--- src/design/memcheck_pkg.sv ---
package memcheck_pkg;

  ////////////////////////////////////////////////////////////
  // Widths and depths
  ////////////////////////////////////////////////////////////

  localparam int unsigned DATA_W = 32;
  localparam int unsigned BE_W = 4;

  // Byte offset inside a word
  localparam int unsigned OFFS_W = $clog2(BE_W);

  // The depth is a power of two so that both pointers wrap on their own
  localparam int unsigned PTR_W = 3;
  localparam int unsigned FIFO_DEPTH = 1 << PTR_W;

  localparam int unsigned MAX_MEMOP = 2;

  // A misaligned operation takes two OBI transfers
  localparam int unsigned MAX_XFER = 2 * MAX_MEMOP;

  typedef logic [PTR_W-1:0] xfer_ptr_t;

  ////////////////////////////////////////////////////////////
  // OBI data-side payloads
  ////////////////////////////////////////////////////////////

  typedef struct packed {
    logic [DATA_W-1:0] addr;
    logic [BE_W-1:0]   be;
    logic              we;
    logic [DATA_W-1:0] wdata;
  } obi_req_t;

  typedef struct packed {
    logic [DATA_W-1:0] rdata;
    logic              err;
  } obi_resp_t;

  ////////////////////////////////////////////////////////////
  // RVFI memory report and check results
  ////////////////////////////////////////////////////////////

  typedef struct packed {
    logic [DATA_W-1:0] addr;
    logic [BE_W-1:0]   rmask;
    logic [BE_W-1:0]   wmask;
    logic [DATA_W-1:0] rdata;
    logic [DATA_W-1:0] wdata;
    logic              err;
  } rvfi_memop_t;

  typedef rvfi_memop_t [MAX_MEMOP-1:0] rvfi_mem_t;

  typedef struct packed {
    logic addr_err;
    logic mask_err;
    logic rdata_err;
    logic wdata_err;
    logic err_err;
  } memop_mismatch_t;

  typedef struct packed {
    logic                             valid;
    memop_mismatch_t [MAX_MEMOP-1:0] memop;
  } check_result_t;

  // Expands byte enables into a mask covering every bit of each enabled byte
  function automatic logic [DATA_W-1:0] be_to_bitmask(logic [BE_W-1:0] be);
    logic [DATA_W-1:0] mask;
    for (int b = 0; b < BE_W; b++) begin
      mask[8*b +: 8] = {8{be[b]}};
    end
    return mask;
  endfunction

endpackage
--- src/design/rvfi_memop_rebuild.sv ---
`timescale 1ns/1ps

module rvfi_memop_rebuild (
  input  logic                      is_read_i,
  input  logic                      split_i,
  input  memcheck_pkg::obi_req_t    req_first_i,
  input  memcheck_pkg::obi_req_t    req_second_i,
  input  memcheck_pkg::obi_resp_t   resp_first_i,
  input  memcheck_pkg::obi_resp_t   resp_second_i,
  output memcheck_pkg::rvfi_memop_t exp_o
);

  logic [memcheck_pkg::OFFS_W-1:0] lsb;
  logic [memcheck_pkg::OFFS_W:0]   second_shift;
  logic [memcheck_pkg::DATA_W-1:0] first_bits;
  logic [memcheck_pkg::DATA_W-1:0] second_bits;
  logic [memcheck_pkg::DATA_W-1:0] first_wdata;
  logic [memcheck_pkg::DATA_W-1:0] second_wdata;
  logic [memcheck_pkg::DATA_W-1:0] first_rdata;
  logic [memcheck_pkg::DATA_W-1:0] second_rdata;
  logic [memcheck_pkg::BE_W-1:0]   mask;
  logic [memcheck_pkg::DATA_W-1:0] wdata;
  logic [memcheck_pkg::DATA_W-1:0] rdata;
  logic                            err;

  // Byte offset of the operation inside the first word
  assign lsb = req_first_i.addr[memcheck_pkg::OFFS_W-1:0];

  // The second half of a split operation starts right after the bytes that
  // the first word could hold
  assign second_shift = {1'b1, {memcheck_pkg::OFFS_W{1'b0}}} - {1'b0, lsb};

  ////////////////////////////////////////////////////////////
  // Lane masking of both halves
  ////////////////////////////////////////////////////////////

  assign first_bits  = memcheck_pkg::be_to_bitmask(req_first_i.be);
  assign second_bits = memcheck_pkg::be_to_bitmask(req_second_i.be);

  // Disabled lanes may carry anything on the bus, so clear them before merging
  assign first_wdata  = req_first_i.wdata & first_bits;
  assign second_wdata = req_second_i.wdata & second_bits;
  assign first_rdata  = resp_first_i.rdata & first_bits;
  assign second_rdata = resp_second_i.rdata & second_bits;

  ////////////////////////////////////////////////////////////
  // Alignment to the RVFI view
  ////////////////////////////////////////////////////////////

  always_comb begin
    if (split_i) begin
      mask  = (req_first_i.be >> lsb) | (req_second_i.be << second_shift);
      wdata = (first_wdata >> {lsb, 3'b000}) |
              (second_wdata << {second_shift, 3'b000});
      rdata = (first_rdata >> {lsb, 3'b000}) |
              (second_rdata << {second_shift, 3'b000});
      // A fault on either half fails the whole operation
      err   = resp_first_i.err | resp_second_i.err;
    end else begin
      mask  = req_first_i.be >> lsb;
      wdata = req_first_i.wdata >> {lsb, 3'b000};
      rdata = resp_first_i.rdata >> {lsb, 3'b000};
      err   = resp_first_i.err;
    end
  end

  // RVFI reports the byte address of the operation, which is the address of
  // the first transfer in both cases
  always_comb begin
    exp_o.addr  = req_first_i.addr;
    exp_o.rmask = is_read_i ? mask : '0;
    exp_o.wmask = is_read_i ? '0 : mask;
    exp_o.rdata = rdata;
    exp_o.wdata = wdata;
    exp_o.err   = err;
  end

endmodule

--- config.mk ---
export PLATFORM = sky130hd
export DESIGN_NAME = rvfi_memop_rebuild
export DESIGN_NICKNAME = d
export VERILOG_FILES = /design/src/design/memcheck_pkg.sv /design/src/design/rvfi_memop_rebuild.sv
export SDC_FILE = /design/constraint.sdc
export NUM_CORES = 1
export LEC_CHECK = 0
export BUFFER_PORTS_ARGS = -buffer_cell sky130_fd_sc_hd__buf_2
export CORE_AREA = 2 2 121 123
export DETAILED_ROUTE_END_ITERATION = 12
export DIE_AREA = 0 0 123 125
export SLEW_MARGIN = 15
export SYNTH_ARGS = -nofsm -noshare
export SYNTH_HDL_FRONTEND = slang
export SYNTH_SLANG_ARGS = --single-unit
--- constraint.sdc ---
create_clock -name vclk -period 4.3
set_input_delay 0.86 -clock vclk [all_inputs]
set_output_delay 0.86 -clock vclk [all_outputs]
set_load 0.005 [all_outputs]
### After elaboration in Yosys (flattened, before gate mapping)

Cells that the tools add are included.

| storage, ports and cells | value |
|---|---|
| register bits after elaboration | 0 |
| bits in latches | 0 |
| memory bits (writable) | 0 |
| bits in read-only memories | 0 |
| bits of input ports | 206 |
| word-level logic and storage cells | 23 |
| memories kept | 0 |

| operators by class | value |
|---|---|
| add/sub/neg operators | 1 |
| multiply operators | 0 |
| divide/modulo/power cells | 0 |
| $lt $le $gt $ge | 0 |
| equality and inequality tests | 0 |
| shift-type cells | 8 |
| multiplexer cells | 6 |
| bitwise logic cells | 8 |
| reductions and logical operators | 0 |

Operator list:

| kind | number |
|---|---|
| $and 32x32->32 | 4 |
| $shr 32x5->32 | 4 |
| $mux 32 | 2 |
| $or 32x32->32 | 2 |
| $shl 32x6->32 | 2 |
| $mux 4 | 3 |
| $or 4x4->4 | 1 |
| $shl 4x3->4 | 1 |
| $shr 4x2->4 | 1 |
| $sub 3x2->3 const A | 1 |
| $mux 1 | 1 |
| $or 1x1->1 | 1 |

### Logic depth before layout (Yosys ltp)

| logic depth | value |
|---|---|
| word-level depth | 5 |
| depth in mapped cells | 11 |
| depth with buffers taken out | 6 |

### Least setup slack after synthesis

Ideal clock, no wire load.

| path | value |
|---|---|
| path kind | in2out |
| start | input port req_first_i[38] (netlist name) |
| end | output port exp_o[11] (netlist name) |
| arrival time | 2.689 ns |
| path slack | 0.751 ns |
| cell stages on the path | 9 |
| path buffers | 4 |
| cells stage by stage | buf_2 -> inv_1 -> clkbuf_1 -> ha_1 -> or2_2 -> clkbuf_1 -> clkbuf_1 -> o211ai_1 -> o21a_1 |

RTL lines:

| item | line | text |
|---|---|---|
| start, declared | rvfi_memop_rebuild.sv:6 | `input memcheck_pkg::obi_req_t req_first_i,` |
| end, declared | rvfi_memop_rebuild.sv:10 | `output memcheck_pkg::rvfi_memop_t exp_o` |

==> summary.txt <==
Placed design
  • Worst Setup Slack post-DPL: between 0.5 and 0.6 ns
  • Count of buffers from port buffering: 217
  • GPL Wtd Cong: 0.849
  • Number of cells after detailed placement: 826
  • Post-DP HPWL: 14200 um

Power
  • Reg power frac: 0%
  • Pleak: 0.00197 uW
  • Part of the total power dissipated in the clock network: 0%
  • Switching power: 317 uW
  • Internal power contribution: 246 uW
  • Power per standard cell area: 129 mW/mm2
  • Final Total Pwr: 563 uW
  • Switching power as a share of total power: between 50% and 60%
  • Proportion of power drawn by combinational gates: 100.0%
  • Largest voltage drop on the vdd net: 34.2 uV

Logic synthesis
  • Count of yosys warnings during synthesis: 0
  • Portion of the post-synthesis area used by sequential elements: 0%
  • Number of distinct library cell variants in the gate-level netlist after synthesis: 50
  • Syn Std Cell Area: 0.00334 mm2
  • Average cell area after synthesis: 6.86 um2
  • Gate Count Post-Synth: approximately 490
  • Synthesized netlist net count: 695

Floorplan
  • Floorplan die area: between 0.015 and 0.02 mm2
  • Die Y-Extent: 125 um
  • Starting Density: 23.5%
  • Area of the core: ~0.014 mm2
  • Cell row count: 44
  • Number of top-level pins: 311
  • Overall die width: 123 um

Timing
  • Min setup slack post-route: 0.558 ns
  • Fraction of the cycle the final worst path needs: 87.0%
  • Total Negative Setup Slacks: 0 ns
  • Slew @ Worst Pin: 0.850 ns
  • Final number of hold-violating endpoints: 0
  • Minimum clock period: 3.74 ns
  • Final number of max-transition violations: 0
  • Tightest hold margin: roughly 1.7 ns
  • Finish-stage setup viols: 0
  • Maximum clock rate: 267 MHz
  • Unrepaired setup endpoints after global routing: false
  • Max_slew headroom: a little over two fifths

Drt
  • Via count: between 4000 and 5000
  • Post-route antenna net violation count: 0
  • First drt pass iteration count: 6
  • Residual DRC: 0
  • Detailed-route vias per instance: 6.02
  • Routed len/inst: 23.2 um
  • Final wirelength: 19200 um
  • Number of design-rule violations left by the first detailed-router iteration: 500

Job
  • Max cap viols: 0

Global route
  • Via count of the first global-routing pass: roughly 4800
  • Pin count of the biggest net entering global routing: 81
  • Global-route congestion overflow total: 0
  • Number of antenna violations at the first check in global routing: 3
  • Global router's overall resource usage: between 20% and 30%
  • Global-route wire length before repair: 27900 um

Finish
  • Synth-to-Final Area Change: 30.2%
  • Layout cells sized above 1: about 44%
  • Storage cell area: 0 um2
  • Number of clock buffer instances in the layout: 0
  • Post-layout instance count excluding filler cells: between 800 and 900
  • Total number of sequential cells: 0
  • Most common cell after layout, fill and taps aside: buf_2
  • Net count of the finished layout: 852
  • Leading cell types in the layout, fill and taps excluded: buf_2, nand2_1, a22oi_1

Clock network
  • Number of gates given a new drive strength after cts: 0
  • Number of setup buffers added after CTS: 0
  • Hold Buf Count CTS: 0

Setup path
  • Type of element launching the critical path: primary input
  • Worst-path cell with the longest stage delay: or2_2
  • Stage delay of the slowest cell on the critical path: 0.52 ns
  • Worst setup EP type: output pin
  • Gate family responsible for the most delay along the worst path: simple AND/OR/NAND/NOR gates
  • Worst path bufs/invs: 3
  • Data arrival, critical path: 2.88 ns
  • Class of the most critical setup path: primary input to output pin
  • Cells traversed along the worst timing path: buf_4 -> inv_1 -> ha_1 -> or2_2 -> nor2_1 -> a22oi_1 -> o21ai_1 -> buf_2
  • Critical Path RT: 3.44 ns
  • Largest fanout on the critical path: 18
  • Crit path from: req_first_i[37]

Worst hold path
  • Path type of the worst min-delay path: primary input to output pin
  • Startpoint of the tightest hold check path: req_first_i[43]

Outcome
  • Run status: finished clean
layer usage:
metal / up-vias / global-route usage, % / share of wire (%)
met4: 4 / 9.69 / 4.2
met3: 77 / 4.29 / 11
met1: 2333 / 30.6 / 39
met2: 364 / 37.8 / 45
li1: 2199 / - / -
met5: - / 0 / 0.14
layout make-up:
cell class                 count  area [um2]
multi-input combinational    392        2800
fill                        1631        9850
inverter                       7        26.3
timing repair buffer         243        1300
tap                          184         230
antenna                        1        2.50
logic make-up after synthesis:
logic type / after synthesis / share of synthesized area, %
AOI/OAI and AO/OA: 214 / 48.3
adders and majority gates: 2 / 0.749
buffers and inverters: 95 / 16.7
muxes: 49 / 16.2
and+or+nand+nor: 127 / 18.0
stage by stage:
step	util (%)	area, um2
CTS	30.6	4350
floorplan	-	3340
global placement	30.6	4350
detailed placement	30.6	4350
finish	30.6	4350
global route	30.6	4350
synth_stat cells, types with 2 or more instances:
library cell	number	area [um2]
inv_1	7	26.3
nand3_1	6	30.0
or2_2	3	18.8
nor2b_2	2	17.5
ha_1	2	25.0
mux2i_1	25	250
nor2_1	21	78.8
a32o_1	5	50.1
a32oi_1	5	43.8
a222oi_1	2	20.0
buf_4	38	285
o32ai_1	13	114
mux4_2	2	45.0
a211oi_1	11	82.6
buf_2	18	90.1
a31oi_1	5	31.3
o221ai_1	21	184
a221oi_1	13	114
a22oi_1	33	248
mux2_2	22	248
o21a_1	3	22.5
nor2b_1	10	62.6
o211ai_1	13	97.6
clkbuf_1	26	97.6
a221o_1	4	40.0
nand2b_1	6	37.5
nand2_1	58	218
a21oi_1	29	145
a2bb2oi_1	7	61.3
buf_6	5	56.3
o21ai_0	12	60.1
a22o_1	12	105
o22ai_1	6	37.5
nor3_1	7	35.0
and2_1	7	43.8
a21boi_0	13	97.6
o2bb2ai_1	2	17.5
power groups by stage:
stage | combinational [uW] | sequential, uW | clock, uW
2_1_floorplan | 322 | 0 | 0
3_3_place_gp | 554 | 0 | 0
3_5_place_dp | 556 | 0 | 0
4_1_cts | 559 | 0 | 0
5_1_grt | 611 | 0 | 0.0000311
6_report | 563 | 0 | 0.0000311
path summary, 6_finish.rpt:
path,end,depth (start not counted)
setup / recovery,exp_o[8],8
hold / removal,exp_o[79],0
Power figures use the tool's default switching activity.
